## src/common/mem_macros.svh

```systemverilog
`ifndef MEM_MACROS_SVH
`define MEM_MACROS_SVH

// bus address width
`define ADDR_W 32

// bus data width, one 64-bit word per beat
`define DATA_W 64

// one strobe bit per data byte
`define STRB_W 8

// word index, 1024 words of 8 bytes
`define MEM_IDX_W 10

// start of the sram window, 8 KiB long
`define MEM_BASE 32'h8000_0000

`endif

```

## src/common/axi_pkg.sv

```systemverilog
package axi_pkg;

	// response codes on rresp and bresp
	// exokay and decerr never produced here
	typedef enum logic [1:0] {
		resp_okay   = 2'd0,
		resp_slverr = 2'd2
	} axi_resp_e;

	// slave read channel
	// rd_idle waits for arvalid, rd_resp holds rvalid
	typedef enum logic {
		rd_idle,
		rd_resp
	} rd_state_e;

	// slave write channel
	// wr_idle waits for awvalid and wvalid together
	// wr_resp holds bvalid until bready
	typedef enum logic {
		wr_idle,
		wr_resp
	} wr_state_e;

endpackage

```

## src/common/lsu_pkg.sv

```systemverilog
package lsu_pkg;

	// request opcode
	// load_u zero extends, load_s sign extends
	typedef enum logic [1:0] {
		op_load_u,
		op_load_s,
		op_store
	} lsu_op_e;

	// access size, encoded as log2 of the byte count
	typedef enum logic [1:0] {
		size_b,
		size_h,
		size_w,
		size_d
	} lsu_size_e;

	// master sequencing
	typedef enum logic [1:0] {
		lsu_idle,
		lsu_rd,
		lsu_wr,
		lsu_done
	} lsu_state_e;

endpackage

```

## src/hw/lsu_axi_master.sv

```systemverilog
`timescale 1ns/1ps
`include "mem_macros.svh"

module lsu_axi_master (
	input  logic                clk,
	input  logic                rst,
	// request side, single cycle strobe
	input  logic                req,
	input  lsu_pkg::lsu_op_e    op,
	input  lsu_pkg::lsu_size_e  size,
	input  logic [`ADDR_W-1:0]  addr,
	input  logic [`DATA_W-1:0]  wdata,
	output logic                done,
	output logic [`DATA_W-1:0]  rdata,
	output logic                err,
	// bus side
	output logic                arvalid,
	output logic [`ADDR_W-1:0]  araddr,
	input  logic                arready,
	input  logic                rvalid,
	input  logic [`DATA_W-1:0]  bus_rdata,
	input  axi_pkg::axi_resp_e  rresp,
	output logic                rready,
	output logic                awvalid,
	output logic [`ADDR_W-1:0]  awaddr,
	input  logic                awready,
	output logic                wvalid,
	output logic [`DATA_W-1:0]  bus_wdata,
	output logic [`STRB_W-1:0]  wstrb,
	input  logic                wready,
	input  logic                bvalid,
	input  axi_pkg::axi_resp_e  bresp,
	output logic                bready
);
	import lsu_pkg::*;
	import axi_pkg::*;

	lsu_state_e         state;
	logic               accept;
	logic               misaligned;
	// byte offset inside the 8-byte word
	logic [2:0]         off;
	logic [`STRB_W-1:0] size_mask;
	// request fields kept for load extraction
	lsu_op_e            op_q;
	lsu_size_e          size_q;
	logic [2:0]         off_q;
	logic [`DATA_W-1:0] lane;
	logic [`DATA_W-1:0] load_val;
	logic               sx;

	// the done cycle already counts as ready for the next request
	assign accept = req && (state == lsu_idle || state == lsu_done);
	assign off    = addr[2:0];
	assign done   = (state == lsu_done);
	assign rready = (state == lsu_rd);
	assign bready = (state == lsu_wr);

	// alignment and unshifted strobe per size
	always_comb begin
		case (size)
			size_b: begin
				misaligned = 1'b0;
				size_mask  = 8'h01;
			end
			size_h: begin
				misaligned = off[0];
				size_mask  = 8'h03;
			end
			size_w: begin
				misaligned = (off[1:0] != 2'b00);
				size_mask  = 8'h0f;
			end
			default: begin
				misaligned = (off != 3'b000);
				size_mask  = 8'hff;
			end
		endcase
	end

	// control, misaligned requests skip the bus entirely
	always_ff @(posedge clk) begin
		if (rst) begin
			state   <= lsu_idle;
			arvalid <= 1'b0;
			awvalid <= 1'b0;
			wvalid  <= 1'b0;
		end else begin
			case (state)
				lsu_idle, lsu_done: begin
					if (!accept) begin
						state <= lsu_idle;
					end else if (misaligned) begin
						state <= lsu_done;
					end else if (op == op_store) begin
						state   <= lsu_wr;
						awvalid <= 1'b1;
						wvalid  <= 1'b1;
					end else begin
						state   <= lsu_rd;
						arvalid <= 1'b1;
					end
				end
				lsu_rd: begin
					if (arready) arvalid <= 1'b0;
					if (rvalid) state <= lsu_done;
				end
				lsu_wr: begin
					// each valid drops on its own handshake
					if (awready) awvalid <= 1'b0;
					if (wready) wvalid <= 1'b0;
					if (bvalid) state <= lsu_done;
				end
				default: state <= lsu_idle;
			endcase
		end
	end

	// bus payload, word aligned address and store data moved into its lane
	always_ff @(posedge clk) begin
		if (accept) begin
			araddr    <= {addr[`ADDR_W-1:3], 3'b000};
			awaddr    <= {addr[`ADDR_W-1:3], 3'b000};
			bus_wdata <= wdata << {off, 3'b000};
			wstrb     <= size_mask << off;
			op_q      <= op;
			size_q    <= size;
			off_q     <= off;
		end
		// result, only meaningful while done
		if (accept && misaligned) begin
			rdata <= '0;
			err   <= 1'b1;
		end else if (state == lsu_rd && rvalid) begin
			rdata <= load_val;
			err   <= (rresp == resp_slverr);
		end else if (state == lsu_wr && bvalid) begin
			rdata <= '0;
			err   <= (bresp == resp_slverr);
		end
	end

	// pick the addressed lane, then zero or sign extend
	always_comb begin
		lane     = bus_rdata >> {off_q, 3'b000};
		sx       = 1'b0;
		load_val = lane;
		case (size_q)
			size_b: begin
				sx       = (op_q == op_load_s) && lane[7];
				load_val = {{(`DATA_W-8){sx}}, lane[7:0]};
			end
			size_h: begin
				sx       = (op_q == op_load_s) && lane[15];
				load_val = {{(`DATA_W-16){sx}}, lane[15:0]};
			end
			size_w: begin
				sx       = (op_q == op_load_s) && lane[31];
				load_val = {{(`DATA_W-32){sx}}, lane[31:0]};
			end
			default: load_val = lane;
		endcase
	end

	// one access at a time, no request while a transaction runs
	a_req_when_free: assert property (
		@(posedge clk) disable iff (rst) req |-> (state == lsu_idle || state == lsu_done)
	) else $error("lsu_axi_master: request while busy");

endmodule

```

## config.mk

```make
export PLATFORM = sky130hd
export DESIGN_NAME = lsu_axi_master
export DESIGN_NICKNAME = d
export VERILOG_FILES = /design/src/common/axi_pkg.sv /design/src/common/lsu_pkg.sv /design/src/hw/lsu_axi_master.sv
export VERILOG_INCLUDE_DIRS = /design/src /design/src/common
export SDC_FILE = /design/constraint.sdc
export NUM_CORES = 1
export LEC_CHECK = 0
export CAP_MARGIN = 10
export CORE_ASPECT_RATIO = 0.5
export CORE_MARGIN = 2
export CORE_UTILIZATION = 55
export CTS_BUF_LIST = sky130_fd_sc_hd__clkbuf_8
export CTS_CLUSTER_SIZE = 10
export DETAILED_ROUTE_END_ITERATION = 10
export DONT_BUFFER_PORTS = 1
export GPL_TIMING_DRIVEN = 0
export PLACE_DENSITY = 0.8
export SLEW_MARGIN = 5
export SYNTH_ARGS = -nofsm -noshare
export SYNTH_HDL_FRONTEND = slang
export SYNTH_SLANG_ARGS = --single-unit
export TNS_END_PERCENT = 5
```

## constraint.sdc

```tcl
create_clock -name clk -period 9.6 [get_ports clk]
set_input_delay 1.44 -clock clk [delete_from_list [all_inputs] [get_ports clk]]
set_output_delay 1.44 -clock clk [all_outputs]
set_load 0.05 [all_outputs]
```

==> impl_results.md <==
- Flops & latches, synth: about 180
- DR vias/cell: 6.70
- HP Class: reg2reg
- HPWL Detailed: ~24 mm
- Crit Path Category: in2reg
- CP arrival: 3.58 ns
- Clock-pin transition on the worst setup and hold timing paths: between 0.1 and 0.15 ns
- Sw Share: 0.509
- TritonCTS buffer count: 17
- Critical Path Sink: bus_wdata[44]
- # fillers: 1466
- Hold bufs inserted after CTS: 0
- Synth Area per Inst: 10.9 um2
- Initial DRC count: 756
- Initial antenna violation count: 0
- IO Pins: roughly 380
- Die width: between 150 and 200 um
- Psw: ~1700 uW
- Yosys warning count: 0
- GP Congestion: around 0.9
- Largest stage delay on the critical path: around 0.52 ns
- PortBufs: 0
- Post-synth top area share: 0.327
- Clock Path Buffers: 2
- Vias in the first global route: between 7000 and 8000
- Crit end category: flop
- Std-Cell Rows: 34
- H-tree depth: 4
- Insertion delay to the later sink of the worst-skew pair: 0.47 ns
- Drt first pass iters: 7
- Starting Density: 0.566
- Worst VDD drop: 0.210 mV
- Total track usage: 0.335
- Number of synthesized flops with an enable pin: roughly 110
- First-pass GRT wire length: approximately 48 mm
- Internal: roughly 1600 uW
- Worst path bufs/invs: 4
- Most common cell after layout, fill and taps aside: edfxtp_1
- R2R cell count: 10
- DIE HEIGHT: between 90 and 100 um
- RSZ-0062 raised after global routing: no
- Final hold violation count: 0
- Final setup vio count: 0
- Status: finished, final reports clean
- Layout cell share with drive strength beyond 1: 0.221
- Final min period: about 3.3 ns
- Pwr/cell area: ~310 nW/um2
- Final Cycle Share: 0.344
- Post-synthesis sequential area ratio: 0.468
- Post-CTS sizing: 0
- WL/cell: 27.7 um
- Fmax achieved: around 300 MHz
- Clock power share: 0.169
- Worst Path Required: a little under 10 ns
- Critical path startpoint: addr[0]
- Synth async-reset ratio: 0
- Nets: ~1100
- Final core occ: 0.609
- Final Max Tran Viols: 0
- Commonest non-fill, non-tap cells in the layout: 108 x edfxtp_1, 90 x nand2_1, 70 x dfxtp_1
- Clock sink count: about 180
- CP delay by family, top: buffers and inverters
- Synth area leaders: edfxtp_1 33%, dfxtp_1 14%, mux4_2 7.0%, mux2i_1 6.6%, mux2_2 5.8%
- Reg2reg setup slack: between 6 and 7 ns
- Mapped cell area: slightly below 10000 um2
- Yosys cell types: 52
- Crit-path max FO: 10
- Postcts setup bufs: 0
- Relative slew slack: 0.362
- Capture point of the worst reg-to-reg path: rdata[15]
- Gate Count Post-Synth: about 910
- Total core area: between 15000 and 20000 um2
- Gate power share: 0.265
- Worst slew pin tran: between 0.9 and 1 ns
- Ys flop type: edfxtp_1
- Cell taking the most area after synthesis: edfxtp_1
- Max-cap violation count: 0
- DRC viols: 0
- Crit. path cell count: 6
- Via count: a little under 8000
- ANT nets after route: 0
- Worst setup SP type: input port
- Total grt overflow: 0
- CP max stage cell: clkbuf_1
- CTS tree: yes
- Pleak: 0.00405 uW
- Layout area overhead: 7.56%
- Clk root buf: clkbuf_8
- Worst Skew: ~0.020 ns
- CP cell instances: buf_2, buf_2, clkbuf_1, clkbuf_1, o21ai_0, o22ai_1
- Die area: roughly 19000 um2
- Reg-to-reg critical path startpoint: state[0]
- Post-route setup TNS: 0 ns
- Largest net degree at the start of global routing: 64
- WL final: 32.7 mm
- Register share of total power: 0.566
==> cells in the mapped netlist, drive strengths merged (6+ instances only) <==
cell type  number
mux4           31
mux2           52
a221oi          8
a21oi          58
o31ai          23
a22oi          13
o22ai          19
dfxtp          70
clkbuf         35
nor2b          25
edfxtp        108
inv            19
a211o           8
o221ai          8
and2           15
nor2           68
o21ai          43
buf            75
nand2          90
a32oi          10
a31oi           9
mux2i          65
o32ai           6
a211oi         15
==> kinds of logic (layout without fill, tap and decap cells) <==
logic type | after synthesis | after routing | share of synthesized area
AO/OA/AOI/OAI | 231 | 231 | 0.164
adder cells (fa/ha/maj) | 3 | 3 | 0.00378
buffers and inverters | 130 | 163 | 0.0697
flip-flops | 178 | 178 | 0.468
multiplexers | 148 | 148 | 0.195
other | 1 | 7 | 0.000378
AND/OR/NAND/NOR | 218 | 218 | 0.0992
==> how the worst min path moves through the flow <==
stage / from / end / slack [ns] / depth (start not counted)
3_5_place_dp: state[0] / state[0] / 0.53 / 2
4_1_cts: state[0] / state[0] / 0.54 / 2
3_3_place_gp: state[1] / state[1] / 0.52 / 2
5_1_grt: state[1] / state[1] / 0.56 / 2
6_report: state[0] / state[0] / 0.55 / 2
2_1_floorplan: state[1] / state[1] / 0.50 / 2
==> state kept, by name, indices dropped and copies added (netlist names) <==
signal / flops
off_q: 3
state: 2
err: 1
rdata: 64
awvalid: 1
wstrb: 8
araddr: 29
arvalid: 1
op_q: 2
size_q: 2
bus_wdata: 64
wvalid: 1
==> metrics by stage <==
| step | hold slack (ns) | instance area (um2) | std cells | power (uW) | setup WS (ns) |
|---|---|---|---|---|---|
| CTS | 0.543 | 10700 | 1181 | 3330 | 6.31 |
| detailed placement | 0.528 | 10300 | 1149 | 2770 | 5.82 |
| global route | 0.564 | 10700 | 1181 | 3440 | 6.14 |
| floorplan | 0.503 | 9940 | 914 | 2550 | 4.61 |
| global placement | 0.519 | 10200 | 1148 | 2760 | 3.08 |
| finish | 0.549 | 10700 | 1182 | 3330 | 6.30 |
==> layer usage <==
layer | part of all wire | vias to the layer above | GRT usage
li1 | - | 3401 | -
met1 | 0.39 | 3837 | 0.433
met2 | 0.46 | 596 | 0.539
met3 | 0.12 | 86 | 0.107
met4 | 0.033 | 0 | 0.110
met5 | 0 | - | 0
==> power groups by stage <==
| stage | logic, uW | registers, uW | clock network [uW] |
|---|---|---|---|
| CTS | 876 | 1890 | 569 |
| detailed placement | 873 | 1900 | 0 |
| global route | 951 | 1900 | 592 |
| floorplan | 698 | 1850 | 0 |
| finish | 884 | 1890 | 562 |
| global placement | 845 | 1920 | 0 |
==> worst min-delay path, delay by kind of cell (launching register included) <==
kind / cells / cell delay (ns)
AOI/OAI and AO/OA: 1 / 0.05
DFF: 1 / 0.36
and+or+nand+nor: 1 / 0.11
==> layout make-up <==
class / count / area [um2] / area share
Antenna cell: 1 / 2.50 / 0.000234
Buffer: 110 / 617 / 0.0578
Clock buffer: 17 / 234 / 0.0219
Clock inverter: 15 / 180 / 0.0169
Inverter: 20 / 77.6 / 0.00727
Multi-Input combinational cell: 606 / 4610 / 0.432
Sequential cell: 178 / 4640 / 0.435
Tap cell: 234 / 293 / 0.0274
Timing Repair Buffer: 1 / 20.0 / 0.00188
Power figures use the tool's default switching activity.
