$ cat config.mk
export PLATFORM = sky130hd
export DESIGN_NAME = sram_axi_slave
export DESIGN_NICKNAME = d
export VERILOG_FILES = /design/src/common/axi_pkg.sv /design/src/sram/sram_axi_slave.sv
export VERILOG_INCLUDE_DIRS = /design/src /design/src/common
export SDC_FILE = /design/constraint.sdc
export NUM_CORES = 1
export LEC_CHECK = 0
export ABC_CLOCK_PERIOD_IN_PS = 1300
export BUFFER_PORTS_ARGS = -buffer_cell sky130_fd_sc_hd__buf_2
export CAP_MARGIN = 10
export CORE_AREA = 2 2 147 149
export CTS_CLUSTER_SIZE = 20
export DETAILED_ROUTE_END_ITERATION = 6
export DIE_AREA = 0 0 149 151
export GPL_ROUTABILITY_DRIVEN = 0
export PLACE_DENSITY_LB_ADDON = 0.3
export SYNTH_ARGS = -nofsm -noshare
export SYNTH_HDL_FRONTEND = slang
export SYNTH_SLANG_ARGS = --single-unit
$ cat constraint.sdc
create_clock -name clk -period 1.3 [get_ports clk]
set_input_delay 0.26 -clock clk [delete_from_list [all_inputs] [get_ports clk]]
set_output_delay 0.26 -clock clk [all_outputs]
set_load 0.03 [all_outputs]
$ cat src/common/mem_macros.svh
`ifndef MEM_MACROS_SVH
`define MEM_MACROS_SVH

// bus address width
`define ADDR_W 32

// bus data width, one 64-bit word per beat
`define DATA_W 64

// one strobe bit per data byte
`define STRB_W 8

// word index, 1024 words of 8 bytes
`define MEM_IDX_W 10

// start of the sram window, 8 KiB long
`define MEM_BASE 32'h8000_0000

`endif

$ cat src/common/axi_pkg.sv
package axi_pkg;

	// response codes on rresp and bresp
	// exokay and decerr never produced here
	typedef enum logic [1:0] {
		resp_okay   = 2'd0,
		resp_slverr = 2'd2
	} axi_resp_e;

	// slave read channel
	// rd_idle waits for arvalid, rd_resp holds rvalid
	typedef enum logic {
		rd_idle,
		rd_resp
	} rd_state_e;

	// slave write channel
	// wr_idle waits for awvalid and wvalid together
	// wr_resp holds bvalid until bready
	typedef enum logic {
		wr_idle,
		wr_resp
	} wr_state_e;

endpackage

$ cat src/sram/sram_axi_slave.sv
`timescale 1ns/1ps
`include "mem_macros.svh"

module sram_axi_slave (
	input  logic                  clk,
	input  logic                  rst,
	// read address channel
	input  logic                  arvalid,
	input  logic [`ADDR_W-1:0]    araddr,
	output logic                  arready,
	// read data channel
	output logic                  rvalid,
	output logic [`DATA_W-1:0]    rdata,
	output axi_pkg::axi_resp_e    rresp,
	input  logic                  rready,
	// write address channel
	input  logic                  awvalid,
	input  logic [`ADDR_W-1:0]    awaddr,
	output logic                  awready,
	// write data channel
	input  logic                  wvalid,
	input  logic [`DATA_W-1:0]    wdata,
	input  logic [`STRB_W-1:0]    wstrb,
	output logic                  wready,
	// write response channel
	output logic                  bvalid,
	output axi_pkg::axi_resp_e    bresp,
	input  logic                  bready,
	// storage array
	output logic                  rd_en,
	output logic [`MEM_IDX_W-1:0] rd_idx,
	input  logic [`DATA_W-1:0]    rd_data,
	output logic                  wr_en,
	output logic [`MEM_IDX_W-1:0] wr_idx,
	output logic [`DATA_W-1:0]    wr_data,
	output logic [`STRB_W-1:0]    wr_strb
);
	import axi_pkg::*;

	rd_state_e rd_state;
	wr_state_e wr_state;
	logic      ar_hs;
	logic      wr_hs;
	// set when the accepted address fell outside the window
	logic      rd_err;
	logic      wr_err;

	// address lies in [MEM_BASE, MEM_BASE + 8 KiB)
	// below-base addresses wrap to a large offset
	function automatic logic in_window(input logic [`ADDR_W-1:0] a);
		logic [`ADDR_W-1:0] off;
		off = a - `MEM_BASE;
		return off < `ADDR_W'(`STRB_W << `MEM_IDX_W);
	endfunction

	// read side
	assign arready = (rd_state == rd_idle);
	assign ar_hs   = arvalid && arready;
	// array only touched for in-window reads
	assign rd_en   = ar_hs && in_window(araddr);
	assign rd_idx  = araddr[$clog2(`STRB_W) +: `MEM_IDX_W];

	always_ff @(posedge clk) begin
		if (rst) begin
			rd_state <= rd_idle;
		end else begin
			case (rd_state)
				rd_idle: if (ar_hs) rd_state <= rd_resp;
				rd_resp: if (rready) rd_state <= rd_idle;
				default: rd_state <= rd_idle;
			endcase
		end
	end

	always_ff @(posedge clk) begin
		if (ar_hs) begin
			rd_err <= !in_window(araddr);
		end
	end

	// array output stays stable through rd_resp since rd_en is low there
	assign rvalid = (rd_state == rd_resp);
	assign rdata  = rd_err ? '0 : rd_data;
	assign rresp  = rd_err ? resp_slverr : resp_okay;

	// write side, address and data taken in the same cycle
	assign awready = (wr_state == wr_idle);
	assign wready  = (wr_state == wr_idle);
	assign wr_hs   = awvalid && wvalid && (wr_state == wr_idle);
	assign wr_en   = wr_hs && in_window(awaddr);
	assign wr_idx  = awaddr[$clog2(`STRB_W) +: `MEM_IDX_W];
	assign wr_data = wdata;
	assign wr_strb = wstrb;

	always_ff @(posedge clk) begin
		if (rst) begin
			wr_state <= wr_idle;
		end else begin
			case (wr_state)
				wr_idle: if (wr_hs) wr_state <= wr_resp;
				wr_resp: if (bready) wr_state <= wr_idle;
				default: wr_state <= wr_idle;
			endcase
		end
	end

	always_ff @(posedge clk) begin
		if (wr_hs) begin
			wr_err <= !in_window(awaddr);
		end
	end

	assign bvalid = (wr_state == wr_resp);
	assign bresp  = wr_err ? resp_slverr : resp_okay;

	// responses and their payload are held until the master takes them
	a_rvalid_hold: assert property (
		@(posedge clk) disable iff (rst)
			rvalid && !rready |=> rvalid && $stable(rdata) && $stable(rresp)
	) else $error("sram_axi_slave: read response changed before rready");

	a_bvalid_hold: assert property (
		@(posedge clk) disable iff (rst)
			bvalid && !bready |=> bvalid && $stable(bresp)
	) else $error("sram_axi_slave: write response changed before bready");

	// aw and w always complete in the same cycle
	a_aw_w_together: assert property (
		@(posedge clk) disable iff (rst) (awvalid && awready) == (wvalid && wready)
	) else $error("sram_axi_slave: aw and w accepted apart");

endmodule

==> parameters.txt, run 1 <==
Parameter                              Value

Status
  Run status    finished, violations left
  Violated checks    setup timing

Yosys
  Xor and xnor area share after synthesis    0%
  Share of synthesized registers carrying an async set or reset    0%
  Ranking of synthesized cells by area    buf_4 51%, nor2b_1 28%, edfxtp_1 4.2%, dfxtp_1 2.8%, nor4_2 2.6%
  Ranking of synthesized cells by instance count    97 x buf_4, 65 x nor2b_1, 5 x buf_1
  Mapped Cells    198
  Post-Synth Adder-Cell Area    0%
  Number of enable flip-flop cells after synthesis    2
  Yosys synthesis warning count    0
  Most frequent cell after synthesis    buf_4
  Fraction of synthesized cell area taken by the top area cell type    50.7%
  Synthesized-area fraction occupied by and/or/nand/nor cells    38.6%
  Commonest register cell after synthesis    edfxtp_1
  Main combinational cell family by area after synthesis    buffers and inverters
  Mean Syn Cell Area    7.26 um2
  Share of synthesized area spent on multiplexers    0%
  Unique masters post-synth    23
  Compound-cell area share of the yosys netlist    0.870%
  Post-synthesis register bit count    4
  Sequential share of the synthesized area    6.96%
  Library cell occupying the most area in the post-synthesis netlist    buf_4
  Total standard cell area after synthesis    0.00144 mm2

Timing
  Number of setup violations in the final report    67
  Minimum hold slack    220 ps
  Period Utilization, post-route    119%
  Final Hold Violating Endpoints    0
  Setup_tns    -12,760 ps
  Highest attainable clock frequency    647 MHz
  Clock Skew    0.0740 ps
  Max-slew violation total from the final report    0
  Minimum period implied by the final worst setup slack    1550 ps
  Unrepaired setup endpoints after global routing    true
  Final worst slack    -246 ps

Finish
  Number of nets in the layout    504
  Fraction of final layout cells with drive strength greater than 1    93.6%
  Non-filler cells, final    570
  Ant diodes    0
  Final cell area excluding filler cells    0.00312 mm2
  Area growth from synthesis to layout    117%

Power and ir drop
  Part of the power in combinational logic    42.7%
  Internal power contribution    0.809 mW
  Switching Fraction    26.0%
  Reg power frac    13.1%
  Power per cell area    350 mW/mm2
  Switching Power    0.283 mW
  Clock share of power    44.2%
  Leakage    1.44 nW
  VDD IR max    0.000378 V

Worst setup path
  Worst setup path class    reg2out
  Cell Chain, Critical Path    buf_12 > buf_12 > nor2b_2 > buf_6
  Kind of start point of the critical path    register
  Worst path most repeated cell    buf_12
  Kind of capture point of the worst setup path    output pin
  WP buf/inv    3
  Cell class contributing the biggest share of worst-path delay    buffers and inverters
  Required time reported for the critical path endpoint    1040 ps
  Highest cell delay on the worst timing path    430 ps
  Max Fanout on Critical Path    15
  Slowest cell on crit path    edfxtp_1
  Arrival time at the worst endpoint    1290 ps

Clock tree
  Worst-skew pair later-pin latency    220 ps
  Total number of clock tree sinks    4
  TritonCTS clock tree    done
  Post-CTS Hold Buffers    0
  Number of buffers created by CTS    3
  Clock slew seen by the registers of the worst setup and hold paths    30 ps
  H-Tree Depth    1
  Root buf cell    clkbuf_16
  Number of buffers between clock root and the deepest sink    2

Worst hold path
  Class of the most critical hold timing path    in2reg

GRT
  Number of global-route vias before repair    1,612
  First-pass GRT wire length    7870 um
  Residual overflow from global routing    0
  Aggregate global-route resource usage    4.54%
  Antenna violations before repair    0
  Pin count of the biggest net entering global routing    16

Die
  Die outline area    0.0225 mm2
  Initial Utilization    6.90%
  Die outline height    151 um
  Row count    53
  Number of top-level pins    374
  Die outline width    149 um
  Core area    0.0208 mm2

Route
  Via count normalized by instance count    2.86
  Iteration count of the initial detailed-routing pass    2
  Detailed-route DRC error count    0
  Routed WL    6020 um
  Vias post-DR    1,633
  Count of nets left with antenna violations after detail routing    0
  DRC marker count from the first detailed-route iteration    24
  Routed wire length per instance    10.6 um

Run
  Maxcap violations    0

Place
  PortBufs    181
  Worst Setup Slack post-DPL    -262 ps
  Cell total after placement    565
  Post-Place Cell Area    0.00233 mm2
  Detailed-placement wirelength estimate    4720 um
==> power groups by stage <==
stage	registers, mW	clock network (mW)	logic (mW)
floorplan	0.153	0	0.687
global placement	0.145	0	0.364
detailed placement	0.145	0	0.362
CTS	0.144	0.507	0.438
global route	0.144	0.514	0.497
finish	0.143	0.483	0.466
==> worst register-to-register path, cell delays in order, from the launching register on <==
cell	delay, ps
dfxtp_1	320
inv_2	70
nand3_2	110
inv_1	80
==> metal layers <==
layer | share of wire, % | vias to the layer above | GRT usage (%) | wire [um]
li1 | - | 710 | - | -
met1 | 30 | 717 | 3.87 | 1820
met2 | 49 | 198 | 8.48 | 2960
met3 | 20 | 6 | 3.31 | 1180
met4 | 0.35 | 2 | 0.762 | 21
met5 | 0.70 | - | 1.59 | 42
==> area by class of cell <==
type | count | area (um2)
Inverter | 3 | 11.3
Tap cell | 275 | 344
Timing Repair Buffer | 197 | 1560
Multi-Input combinational cell | 88 | 1030
Fill cell | 2297 | 17700
Clock buffer | 3 | 75.1
Sequential cell | 4 | 100
==> state kept, by name, summed over array words and instances (netlist names) <==
register / count
rd_err: 1
wr_err: 1
rvalid: 1
bvalid: 1
==> placed cells by master (no fill, tap or decap), drive strengths merged <==
cell type,instances
a211oi,1
a21oi,1
and4bb,1
buf,197
clkbuf,3
conb,2
dfxtp,2
edfxtp,2
inv,3
nand2b,1
nand3,1
nand4,2
nor2,2
nor2b,65
nor3,1
nor4,6
nor4b,2
or2,1
or3,1
or4,1
==> logic make-up after synthesis <==
logic type / count (synthesis)
AO/OA/AOI/OAI: 2
buffers and inverters: 107
flip-flops: 4
other: 1
AND/OR/NAND/NOR: 84
==> worst paths after layout <==
kind | start | endpoint | slack, ps | depth (start not counted)
setup / recovery | rd_err$_DFFE_PP_ | rdata[10] | -250 | 4
hold / removal | rready | rvalid$_SDFF_PP0_ | 220 | 2
setup reg to reg | bvalid$_SDFF_PP0_ | wr_err$_DFFE_PP_ | 430 | 3
hold reg to reg | bvalid$_SDFF_PP0_ | bvalid$_SDFF_PP0_ | 500 | 2
==> through the flow <==
stage	utilization (%)	power [mW]
finish	15.0	1.09
detailed placement	11.2	0.507
global route	15.0	1.16
global placement	11.2	0.509
CTS	14.4	1.09
floorplan	-	0.840
==> repair_timing <==
action                                  CTS  global route
endpoints found under the setup margin   67            68
cloned                                    1             0
resized for setup                       154            29
endpoints found under the hold margin     0             0
buffers inserted                          2             0
pin swaps                                11             5
Power figures use the tool's default switching activity.
==> inputs of run 2 (changes only) <==
--- a/config.mk
+++ b/config.mk
@@ -14,7 +14,8 @@
 export DETAILED_ROUTE_END_ITERATION = 6
 export DIE_AREA = 0 0 149 151
 export GPL_ROUTABILITY_DRIVEN = 0
-export PLACE_DENSITY_LB_ADDON = 0.3
+export GPL_TIMING_DRIVEN = 0
+export PLACE_DENSITY_LB_ADDON = 0.2
 export SYNTH_ARGS = -nofsm -noshare
 export SYNTH_HDL_FRONTEND = slang
 export SYNTH_SLANG_ARGS = --single-unit
==> run 2 against run 1 <==
The flow still finishes with violations (setup timing). Flip-flop and latch count is the same. Clock-buffer cell count stayed put. Via count increased by 34%. Clock power shrank 1%. Core utilization is 5.7 points higher. Final cell count up 32%. Largest cell class unchanged. Largest power group is now combinational logic. Highest routed layer is now met4.
==> parameters.txt, run 2 (same netlist as run 1, synthesis figures left out) <==
Parameter                              Value

Status
  Run status    finished, violations left (unchanged)
  Violated checks    setup timing (unchanged)

GRT
  Residual overflow from global routing    0 (unchanged)
  Antenna violations before repair    0 (unchanged)
  Pin count of the biggest net entering global routing    11 (was 16)
  Number of global-route vias before repair    1,892 (was 1,612)
  First-pass GRT wire length    8960 um (was 7870 um)
  Aggregate global-route resource usage    4.97% (was 4.54%)

Timing
  Minimum period implied by the final worst setup slack    1550 ps (about the same)
  Unrepaired setup endpoints after global routing    true (unchanged)
  Final Hold Violating Endpoints    0 (unchanged)
  Setup_tns    -14,610 ps (was -12,760 ps)
  Period Utilization, post-route    119% (about the same)
  Final worst slack    -250 ps (was -246 ps)
  Number of setup violations in the final report    66 (was 67)
  Max-slew violation total from the final report    0 (unchanged)
  Highest attainable clock frequency    645 MHz (was 647 MHz)
  Clock Skew    0.0702 ps (was 0.0740 ps)

Clock tree
  Number of buffers created by CTS    3 (unchanged)
  Post-CTS Hold Buffers    0 (unchanged)
  Number of buffers between clock root and the deepest sink    2 (unchanged)
  Total number of clock tree sinks    4 (unchanged)
  Worst-skew pair later-pin latency    220 ps (about the same)
  TritonCTS clock tree    done (unchanged)
  H-Tree Depth    1 (unchanged)
  Root buf cell    clkbuf_16 (unchanged)
  Clock slew seen by the registers of the worst setup and hold paths    30 ps (about the same)

Place
  Cell total after placement    747 (was 565)
  PortBufs    273 (was 181)
  Detailed-placement wirelength estimate    6280 um (was 4720 um)

Worst setup path
  Kind of capture point of the worst setup path    output pin (unchanged)
  Kind of start point of the critical path    register (unchanged)
  Max Fanout on Critical Path    10 (was 15)
  Required time reported for the critical path endpoint    1040 ps (about the same)
  Arrival time at the worst endpoint    1290 ps (about the same)
  Worst setup path class    reg2out (unchanged)

Power and ir drop
  Overall Power    1.74 mW (was 1.09 mW)
  Leakage    2.25 nW (was 1.44 nW)
  VDD IR max    0.000279 V (was 0.000378 V)
  Power per cell area    406 mW/mm2 (was 350 mW/mm2)

Finish
  Commonest non-fill, non-tap cells in the layout    192 x buf_2, 102 x buf_4, 78 x buf_6 (was 101 x buf_2, 73 x buf_6, 40 x nor2b_4)
  Final cell utilization of the core    20.6% (was 15.0%)
  Non-filler cells, final    752 (was 570)
  Area growth from synthesis to layout    199% (was 117%)
  Leading cell type in the layout, fill and taps excluded    buf_2 (unchanged)
  Ant diodes    0 (unchanged)
  Number of nets in the layout    686 (was 504)
  Fraction of final layout cells with drive strength greater than 1    95.0% (was 93.6%)

Die
  Initial Utilization    6.90% (unchanged)
  Die outline height    151 um (unchanged)
  Number of top-level pins    374 (unchanged)
  Core area    0.0208 mm2 (unchanged)
  Row count    53 (unchanged)
  Die outline width    149 um (unchanged)
  Die outline area    0.0225 mm2 (unchanged)

Route
  Vias post-DR    2,195 (was 1,633)
  DRC marker count from the first detailed-route iteration    27 (was 24)
  Iteration count of the initial detailed-routing pass    2 (unchanged)
  Via count normalized by instance count    2.92 (was 2.86)
  Routed wire length per instance    9.62 um (was 10.6 um)
  Count of nets left with antenna violations after detail routing    0 (unchanged)
  Detailed-route DRC error count    0 (unchanged)
  Routed WL    7240 um (was 6020 um)

Run
  Maxcap violations    0 (unchanged)

Worst hold path
  Class of the most critical hold timing path    in2reg (unchanged)
==> run 2: changes by cell type in the layout (fill, tap and decap cells not counted) <==
cell / previous run / this run
clkbuf_16: 3 / 4
nor4b_2: 1 / 0
nor2b_1: 2 / 5
buf_12: 4 / 5
nand3_2: 1 / 0
nor2b_2: 23 / 20
buf_6: 73 / 78
or3_4: 1 / 0
buf_2: 101 / 192
nor4b_4: 1 / 2
buf_4: 18 / 102
or3_1: 0 / 1
nand3_1: 0 / 1
==> run 2: through the flow <==
stage	hold slack, ps	instance area [um2]	setup WS (ps)
floorplan	329	1690	-62.7
CTS	218	3970	-292
global route	224	4300	-319
global placement	452	3400	-622
detailed placement	455	3400	-610
finish	220	4300	-250
==> run 2: timing repair <==
action                                  CTS  global route
buffers inserted                          1             0
resized for setup                       135            73
gates cloned                              0             1
endpoints found under the setup margin   66            67
pin swaps                                11             5
==> run 2: per-layer routing <==
| metal | global-route usage [%] | share of wire, % | up-vias |
|---|---|---|---|
| li1 | - | - | 1077 |
| met1 | 4.68 | 28 | 938 |
| met2 | 10.9 | 61 | 178 |
| met3 | 1.11 | 11 | 2 |
| met4 | 0.714 | 0.19 | 0 |
| met5 | 0 | 0 | - |
==> run 2: final cells by class <==
class                      instances  area, um2
fill                            2277      16500
sequential                         4        100
timing repair buffer             275       1880
multi-input combinational         88       1020
buffer                           104        868
clock buffer                       3       75.1
inverter                           3       11.3
tap                              275        344
==> run 2: critical path: stages (launching register included) <==
cell and delay (ps):
edfxtp_1 440, buf_12 190, buf_12 160, nor2b_2 130
buf_6 140
==> run 2: path summary, 6_finish.rpt <==
kind	start	to	slack (ps)	depth (start not counted)
worst max-delay path	rd_err$_DFFE_PP_	rdata[32]	-250	4
worst min-delay path	rready	rvalid$_SDFF_PP0_	220	2
worst max register to register	bvalid$_SDFF_PP0_	wr_err$_DFFE_PP_	370	3
worst min register to register	bvalid$_SDFF_PP0_	bvalid$_SDFF_PP0_	500	2
==> run 2: where the power goes <==
| part | switching [mW] | total, mW | internal [mW] |
|---|---|---|---|
| Clock | 0.0830 | 0.476 | 0.393 |
| Combinational | 0.572 | 1.13 | 0.554 |
| Sequential | 0.00527 | 0.144 | 0.139 |
